<file path="src/logic/coreParamsPkg.sv">
// Core parameters for the scalar integer core.
// Holds the datapath and register file sizes and the vector types built on them.
`default_nettype none

package coreParamsPkg;

    localparam int DataWidth    = 16;              // width of operands and results.
    localparam int RegCount     = 8;
    localparam int RegAddrWidth = $clog2(RegCount);
    localparam int InstrWidth   = 16;

    // shift amounts only need enough bits to cover the data width.
    localparam int ShiftWidth   = $clog2(DataWidth);

    // operands, results and register contents.
    typedef logic [DataWidth-1:0] dataT;

    typedef logic [RegAddrWidth-1:0] regAddrT;     // register index.

    typedef logic [InstrWidth-1:0] instrT;         // raw instruction word.

endpackage

`default_nettype wire
</file>
<file path="src/logic/isaPkg.sv">
// Instruction set definitions for the scalar integer core.
// Opcode, ALU operation and branch condition encodings, the instruction layouts,
// and the decoded control bundle and flag structs.
`default_nettype none

package isaPkg;

    import coreParamsPkg::*;

    localparam int ImmWidth = 5;                    // signed immediate in the immediate form.

    // the branch condition lives in the top two bits of the rd field.
    localparam int CondHi = 12;
    localparam int CondLo = 11;

    typedef enum logic [2:0] {
        ScalarArith = 3'b000,
        VectorArith = 3'b001,
        ScalarImm   = 3'b010,
        Branch      = 3'b110
    } opcodeE;

    typedef enum logic [2:0] {
        AluAdd = 3'b000,
        AluSub = 3'b001,
        AluMul = 3'b010,
        AluSll = 3'b011,
        AluSrl = 3'b111
    } aluOpE;

    typedef enum logic [1:0] {
        CondEq     = 2'b00,
        CondNe     = 2'b01,
        CondLt     = 2'b10,
        CondAlways = 2'b11
    } condE;

    // register form, also used for the opcode and register fields of every other form.
    typedef struct packed {
        opcodeE  opcode;
        regAddrT rd;
        regAddrT rs1;
        regAddrT rs2;
        logic    spare;                             // bit 3 is not decoded.
        logic [2:0] func;
    } instrRegT;

    typedef struct packed {
        opcodeE  opcode;
        regAddrT rd;
        regAddrT rs1;
        logic [1:0] size;                           // selects add, sub or mul.
        logic [ImmWidth-1:0] imm;
    } instrImmT;

    typedef struct packed {
        logic n;
        logic z;
        logic c;
        logic v;
    } flagsT;

    // control bundle handed from the decoder to the register file and the ALU.
    typedef struct packed {
        logic    valid;
        aluOpE   aluOp;
        logic    useImm;
        dataT    imm;
        regAddrT rd;
        regAddrT rs1;
        regAddrT rs2;
        logic    regWrite;
        logic    isBranch;
        condE    cond;
        logic    illegal;
    } decodedT;

endpackage

`default_nettype wire

</file>
<file path="src/logic/scalarCore.sv">
// Scalar integer core top level.
// Chains the instruction decoder, the register file and the integer ALU.
`timescale 1ns/1ps
`default_nettype none

module scalarCore
    import coreParamsPkg::*;
    import isaPkg::*;
(
    input  logic    clk,
    input  logic    rst,
    input  logic    instValid,
    input  instrT   instr,
    output logic    resultValid,
    output dataT    result,
    output regAddrT resultRd,
    output flagsT   flags,
    output logic    branchTaken,
    output logic    illegal
);

    decodedT dec;
    dataT    rdData1;
    dataT    rdData2;
    logic    wrEn;
    regAddrT wrAddr;
    dataT    wrData;

    instrDecoder instrDecoder_inst (
        .clk       (clk),
        .rst       (rst),
        .instValid (instValid),
        .instr     (instr),
        .dec       (dec)
    );

    // operands are read during the cycle the bundle is valid.
    regFile regFile_inst (
        .clk     (clk),
        .rst     (rst),
        .rdAddr1 (dec.rs1),
        .rdAddr2 (dec.rs2),
        .rdData1 (rdData1),
        .rdData2 (rdData2),
        .wrEn    (wrEn),
        .wrAddr  (wrAddr),
        .wrData  (wrData)
    );

    intAlu intAlu_inst (
        .clk         (clk),
        .rst         (rst),
        .dec         (dec),
        .opA         (rdData1),
        .opB         (rdData2),
        .wrEn        (wrEn),
        .wrAddr      (wrAddr),
        .wrData      (wrData),
        .resultValid (resultValid),
        .result      (result),
        .resultRd    (resultRd),
        .flags       (flags),
        .branchTaken (branchTaken),
        .illegal     (illegal)
    );

endmodule

`default_nettype wire

</file>
<file path="src/logic/intAlu.sv">
// Integer ALU.
// Computes add, sub, mul and shifts with NZCV flags, evaluates branch conditions
// and registers the result, flags and register write-back.
`timescale 1ns/1ps
`default_nettype none

module intAlu
    import coreParamsPkg::*;
    import isaPkg::*;
(
    input  logic    clk,
    input  logic    rst,
    input  decodedT dec,
    input  dataT    opA,
    input  dataT    opB,
    output logic    wrEn,
    output regAddrT wrAddr,
    output dataT    wrData,
    output logic    resultValid,
    output dataT    result,
    output regAddrT resultRd,
    output flagsT   flags,
    output logic    branchTaken,
    output logic    illegal
);

    dataT               secondOp;
    dataT               aluRes;
    logic [DataWidth:0] wideSum;
    logic               carryOut;
    logic               overflow;
    flagsT              newFlags;
    logic               condMet;
    logic               exec;

    assign secondOp = dec.useImm ? dec.imm : opB;
    assign exec     = dec.valid && !dec.illegal;

    always_comb begin
        wideSum  = '0;
        aluRes   = '0;
        carryOut = 1'b0;                            // mul and shifts leave c and v clear.
        overflow = 1'b0;
        case (dec.aluOp)
            AluAdd: begin
                wideSum  = {1'b0, opA} + {1'b0, secondOp};
                aluRes   = wideSum[DataWidth-1:0];
                carryOut = wideSum[DataWidth];
                overflow = (opA[DataWidth-1] == secondOp[DataWidth-1]) &&
                           (aluRes[DataWidth-1] != opA[DataWidth-1]);
            end
            AluSub: begin
                // c is set when no borrow occurs, i.e. opA >= secondOp unsigned.
                wideSum  = {1'b0, opA} + {1'b0, ~secondOp} + 1'b1;
                aluRes   = wideSum[DataWidth-1:0];
                carryOut = wideSum[DataWidth];
                overflow = (opA[DataWidth-1] != secondOp[DataWidth-1]) &&
                           (aluRes[DataWidth-1] != opA[DataWidth-1]);
            end
            AluMul:  aluRes = opA * secondOp;       // low half of the product.
            AluSll:  aluRes = opA << secondOp[ShiftWidth-1:0];
            AluSrl:  aluRes = opA >> secondOp[ShiftWidth-1:0];
            default: aluRes = '0;
        endcase
    end

    assign newFlags = '{n: aluRes[DataWidth-1], z: (aluRes == '0), c: carryOut, v: overflow};

    // branches test the flags of their own subtraction.
    always_comb begin
        case (dec.cond)
            CondEq:  condMet = newFlags.z;
            CondNe:  condMet = !newFlags.z;
            CondLt:  condMet = newFlags.n ^ newFlags.v;
            default: condMet = 1'b1;
        endcase
    end

    always_ff @(posedge clk) begin
        if (rst) begin
            resultValid <= 1'b0;
            branchTaken <= 1'b0;
            illegal     <= 1'b0;
            flags       <= '0;
        end else begin
            resultValid <= dec.valid;
            illegal     <= dec.valid && dec.illegal;
            branchTaken <= exec && dec.isBranch && condMet;
            if (exec) begin
                flags <= newFlags;                  // illegal instructions keep the old flags.
            end
        end
    end

    always_ff @(posedge clk) begin
        if (dec.valid) begin
            result   <= aluRes;
            resultRd <= dec.rd;
        end
    end

    // write-back lands in the register file at the same edge the result appears.
    assign wrEn   = exec && dec.regWrite;
    assign wrAddr = dec.rd;
    assign wrData = aluRes;

endmodule

`default_nettype wire

</file>
<file path="src/logic/regFile.sv">
// Register file with two asynchronous read ports and one synchronous write port.
// Register 0 always reads as zero.
`timescale 1ns/1ps
`default_nettype none

module regFile
    import coreParamsPkg::*;
(
    input  logic    clk,
    input  logic    rst,
    input  regAddrT rdAddr1,
    input  regAddrT rdAddr2,
    output dataT    rdData1,
    output dataT    rdData2,
    input  logic    wrEn,
    input  regAddrT wrAddr,
    input  dataT    wrData
);

    dataT regs [RegCount];

    // reads bypass nothing, so a value written at an edge is visible right after it.
    assign rdData1 = (rdAddr1 == '0) ? '0 : regs[rdAddr1];
    assign rdData2 = (rdAddr2 == '0) ? '0 : regs[rdAddr2];

    always_ff @(posedge clk) begin
        if (rst) begin
            for (int i = 0; i < RegCount; i++) begin
                regs[i] <= '0;
            end
        end else if (wrEn && (wrAddr != '0)) begin
            regs[wrAddr] <= wrData;
        end
    end

endmodule

`default_nettype wire

</file>
<file path="src/logic/instrDecoder.sv">
// Instruction decoder.
// Splits the instruction into its fields, sign-extends the immediate and
// registers the resulting control bundle once per cycle.
`timescale 1ns/1ps
`default_nettype none

module instrDecoder
    import coreParamsPkg::*;
    import isaPkg::*;
(
    input  logic    clk,
    input  logic    rst,
    input  logic    instValid,
    input  instrT   instr,
    output decodedT dec
);

    instrRegT regForm;
    instrImmT immForm;
    aluOpE    aluOp;
    logic     legal;
    decodedT  decNext;

    // both views share the opcode and the rd and rs1 positions.
    assign regForm = instrRegT'(instr);
    assign immForm = instrImmT'(instr);

    aluDecoder aluDecoder_inst (
        .opcode (regForm.opcode),
        .func   (regForm.func),
        .size   (immForm.size),
        .aluOp  (aluOp),
        .legal  (legal)
    );

    always_comb begin
        decNext.valid    = instValid;
        decNext.aluOp    = aluOp;
        decNext.useImm   = (regForm.opcode == ScalarImm);
        decNext.imm      = {{(DataWidth-ImmWidth){immForm.imm[ImmWidth-1]}}, immForm.imm};
        decNext.rd       = regForm.rd;
        decNext.rs1      = regForm.rs1;
        decNext.rs2      = regForm.rs2;

        // a write to r0 is dropped here already.
        decNext.regWrite = legal && (regForm.opcode != Branch) && (regForm.rd != '0);
        decNext.isBranch = legal && (regForm.opcode == Branch);
        decNext.cond     = condE'(instr[CondHi:CondLo]);
        decNext.illegal  = !legal;
    end

    always_ff @(posedge clk) begin
        if (rst) begin
            dec <= '0;
        end else begin
            dec <= decNext;                         // valid simply follows the strobe.
        end
    end

endmodule

`default_nettype wire

</file>
<file path="src/logic/aluDecoder.sv">
// ALU decoder.
// Maps opcode, function and size fields to an integer ALU operation and flags
// the encodings this core does not execute as illegal.
`timescale 1ns/1ps
`default_nettype none

module aluDecoder
    import isaPkg::*;
(
    input  opcodeE     opcode,
    input  logic [2:0] func,
    input  logic [1:0] size,
    output aluOpE      aluOp,
    output logic       legal
);

    always_comb begin
        // anything not matched below stays an illegal add.
        aluOp = AluAdd;
        legal = 1'b0;

        case (opcode)
            ScalarArith: begin
                case (func)
                    3'b000: begin
                        aluOp = AluAdd;
                        legal = 1'b1;
                    end
                    3'b001: begin
                        aluOp = AluSub;
                        legal = 1'b1;
                    end
                    3'b010: begin
                        aluOp = AluMul;
                        legal = 1'b1;
                    end
                    3'b011: begin
                        aluOp = AluSll;
                        legal = 1'b1;
                    end
                    3'b111: begin
                        aluOp = AluSrl;
                        legal = 1'b1;
                    end
                    default: legal = 1'b0;          // 100 to 110 are the floating-point ops.
                endcase
            end

            ScalarImm: begin
                case (size)
                    2'b00: aluOp = AluAdd;
                    2'b01: aluOp = AluSub;
                    2'b10: aluOp = AluMul;
                    default: aluOp = AluAdd;
                endcase
                legal = (size != 2'b11);
            end

            // branches subtract so that the flags describe the comparison.
            Branch: begin
                aluOp = AluSub;
                legal = 1'b1;
            end

            // the vector datapath is not part of this core.
            VectorArith: legal = 1'b0;

            default: legal = 1'b0;
        endcase
    end

endmodule

`default_nettype wire

</file>
<file path="config.mk">
export PLATFORM = sky130hd
export DESIGN_NAME = scalarCore
export DESIGN_NICKNAME = d
export VERILOG_FILES = /design/src/logic/coreParamsPkg.sv /design/src/logic/isaPkg.sv /design/src/logic/scalarCore.sv /design/src/logic/intAlu.sv /design/src/logic/regFile.sv /design/src/logic/instrDecoder.sv /design/src/logic/aluDecoder.sv
export SDC_FILE = /design/constraint.sdc
export NUM_CORES = 1
export LEC_CHECK = 0
export BUFFER_PORTS_ARGS = -buffer_cell sky130_fd_sc_hd__buf_2
export CAP_MARGIN = 30
export CORE_UTILIZATION = 55
export DETAILED_ROUTE_END_ITERATION = 8
export PLACE_DENSITY = 0.7
export SLEW_MARGIN = 15
export SYNTH_ARGS = -nofsm -noshare
export SYNTH_HDL_FRONTEND = slang
export SYNTH_HIERARCHICAL = 1
export SYNTH_SLANG_ARGS = --single-unit
</file>
<file path="constraint.sdc">
create_clock -name clk -period 9.4 [get_ports clk]
set_clock_uncertainty 0.1 [all_clocks]
set_input_delay 1.41 -clock clk [delete_from_list [all_inputs] [get_ports clk]]
set_output_delay 1.41 -clock clk [all_outputs]
set_load 0.005 [all_outputs]
</file>
==> key figures <==
Critical path
  – WS Path Type: flop to flop
  – CP max-delay cell: dfxtp_2
  – Largest stage delay on the critical path: 690 ps
  – FF-to-FF End: intAlu_inst/branchTaken$_SDFF_PP0_
  – Critical Path Sink Type: flop
  – CP arrival: 9150 ps
  – Worst r2r path cells: 28
  – R2R Path Start: instrDecoder_inst/dec[6]$_SDFF_PP0_
  – Worst Path Max Fanout: 24
  – Critical Path RT: 9610 ps
  – CP dominant cell by count: fa_1
  – Worst setup SP type: flop
  – Worst R2R Setup Slack: 460 ps

Clocking
  – H-tree depth: 4
  – Cts bufs inserted: 17
  – Clock Path Buffers: 2
  – Clk root buf: clkbuf_16
  – Clock sinks: 159
  – Post-CTS setup buffer count: 0
  – Worst-Skew Late Latency: 420 ps
  – Clock slew at reported path FFs: 70 ps
  – TritonCTS clock tree: done

Global routing
  – Met3 usage: 7.69%
  – Vias in the first global route: 12400
  – Pin count of the biggest net entering global routing: 50
  – M2 GR Usage: 53.1%
  – Initial antenna violation count: 1
  – Global-route wire length before repair: 73.3 mm
  – GRT met1 Usage: 48.3%
  – Gr ovfl total: 0
  – GRT busiest layer: met2
  – GRT Util Overall: 34.4%

Min path
  – Hold Startpoint: intAlu_inst/flags[1]$_SDFFE_PP0P_
  – HP Class: flop to flop
  – Hold EP: intAlu_inst/flags[1]$_SDFFE_PP0P_
  – Hold path depth: 2

Synth
  – Syn_nets: 1754
  – Commonest register cell after synthesis: edfxtp_1
  – Post-Synthesis Cells: 1570
  – FF+latch count, synth: 159
  – Register area share after synthesis: 29.5%
  – Synthesized area: 0.0152 mm²
  – Netlist cell types: 92
  – Number of synthesized flops with an enable pin: 131
  – Mapped Avg Cell Area: 9.71 µm²
  – Share of flip-flops with an asynchronous set or reset: 0%
  – Yosys warnings: 6

Final layout
  – Commonest non-fill, non-tap cells in the layout: and2_1, inv_1, edfxtp_1
  – Nets@finish: 1763
  – Finished Layout Cells: 1964
  – Diode count: 0
  – Area Overhead vs Synth: 7.55%
  – Fill cell count: 2335
  – Leading cell type in the layout, fill and taps excluded: and2_1
  – Layout cells sized above 1: 14.8%

Power
  – PwrDens: 169 mW/mm²
  – Leak pwr: 0.00679 µW
  – Peak VDD IR: 112 µV

Detailed routing
  – Post-DRT Antenna Nets: 0
  – Vias per cell: 6.34
  – Starting DRT DRC Count: 1432
  – Pre-antenna DRT Iters: 5
  – Routed len/inst: 24.2 µm
  – DR DRC count: 0
  – Via Count: 12500
  – Post-Route WL: 47.5 mm

Die
  – Die area: 0.0284 mm²
  – Starting Density: 56.2%
  – Row count: 60
  – Die width: 168 µm
  – Die Ht: 168 µm
  – Core Area: 0.0271 mm²
  – Io pins: 45

Timing
  – Worst-Margin Slew: 1070 ps
  – Count of final setup violators: 0
  – Rel. slew slack: 28.9%
  – Final min period: 8940 ps
  – Final count of pins violating max slew: 0
  – Final hold vios: 0
  – FMAX: 112 MHz
  – Setup TNS: 0 ps
  – Tcrit/Tclk final: 95.1%
  – Setup ws final: 457 ps
  – RSZ-0062 raised after global routing: false

Placed design
  – DP Wirelength: 34.5 mm
  – Placer congestion estimate: 0.976
  – Buffers on Ports: 44
  – Pre-CTS WS: 586 ps
  – Dpl cells: 1931

Outcome
  – Status: complete, no violations

Run
  – Max Cap Viol: 0
timing repair:
action                     in CTS  in global routing
hold buffers                    0                  0
resized for setup               0                  2
hold endpoints to repair        0                  0
setup endpoints to repair       0                  1
state kept, by name, indices dropped and copies added (netlist names):
register,count
intAlu_inst/resultRd,3
intAlu_inst/illegal,1
instrDecoder_inst/dec,21
intAlu_inst/result,16
intAlu_inst/flags,4
regFile_inst/regs,112
intAlu_inst/resultValid,1
intAlu_inst/branchTaken,1
worst max path at each step:
stage,from,end
finish,instrDecoder_inst/dec[6]$_SDFF_PP0_,intAlu_inst/branchTaken$_SDFF_PP0_
global route,instrDecoder_inst/dec[6]$_SDFF_PP0_,intAlu_inst/branchTaken$_SDFF_PP0_
detailed placement,instrDecoder_inst/dec[6]$_SDFF_PP0_,intAlu_inst/branchTaken$_SDFF_PP0_
floorplan,instrDecoder_inst/dec[5]$_SDFF_PP0_,intAlu_inst/branchTaken$_SDFF_PP0_
CTS,instrDecoder_inst/dec[6]$_SDFF_PP0_,intAlu_inst/branchTaken$_SDFF_PP0_
global placement,instrDecoder_inst/dec[6]$_SDFF_PP0_,intAlu_inst/branchTaken$_SDFF_PP0_
cell usage after synthesis, types with 9 or more instances:
cell	n	share of area, %
o21ai_0	26	0.85
edfxtp_1	131	26
nor2b_1	39	1.6
nand3_1	14	0.46
nand2_1	120	3.0
a221oi_1	50	2.9
buf_6	13	0.96
and2_1	157	6.4
or2_2	9	0.37
mux4_2	10	1.5
a21oi_1	46	1.5
nor3_1	30	0.98
a311oi_1	18	1.0
mux2i_1	84	5.5
fa_1	81	11
dfxtp_1	28	3.7
nand2b_1	18	0.74
a211oi_1	31	1.5
buf_4	22	1.1
inv_1	156	3.8
buf_2	21	0.69
xor2_1	10	0.57
xnor2_1	38	2.2
ha_1	84	6.9
mux2_2	42	3.1
a31oi_1	12	0.49
clkbuf_1	50	1.2
nor2_1	70	1.7
report_power, final:
part,internal (µW),switching [µW]
clock network,382,310
logic,479,779
registers,798,21.1
total,1660,1110
layout make-up:
type / count / area [µm²] / share of cell area [%]
Multi-Input combinational cell: 1139 / 9580 / 58.4
Sequential cell: 159 / 4500 / 27.4
Timing Repair Buffer: 101 / 658 / 4.01
Inverter: 161 / 604 / 3.69
Clock buffer: 20 / 479 / 2.92
Tap cell: 372 / 465 / 2.84
Clock inverter: 12 / 108 / 0.656
cell families (layout without fill, tap and decap cells):
group / count (synthesis) / count (layout) / synth area share (%)
compound gates: 272 / 272 / 13.2
buf+inv: 272 / 294 / 8.05
simple gates: 514 / 514 / 18.3
flops: 159 / 159 / 29.5
xor+xnor: 49 / 49 / 2.91
mux: 139 / 139 / 10.5
fa+ha+maj: 165 / 165 / 17.5
metal layers:
metal / routed length (µm) / vias to the layer above
met4: 1240 / 2
met5: 13 / -
met1: 20400 / 6140
met2: 21000 / 691
li1: - / 5542
met3: 4920 / 86
through the flow:
stage / hold slack (ps) / util (%) / instance area [µm²] / total power (µW)
after detailed placement: 366 / 58.3 / 15800 / 2050
final: 391 / 60.5 / 16400 / 2770
after global routing: 405 / 60.5 / 16400 / 2920
after floorplan: 309 / - / 15200 / 1680
after CTS: 381 / 60.4 / 16400 / 2750
after global placement: 352 / 58.2 / 15800 / 2040
critical path: cells and delay by family, from the launching register on:
kind            cells  cell delay (ps)
buf+inv             6              820
flops               1              690
simple gates        3             1050
compound gates      9             1740
mux                 2              870
fa+ha+maj           7             3340
xor+xnor            1              190
Power figures use the tool's default switching activity.
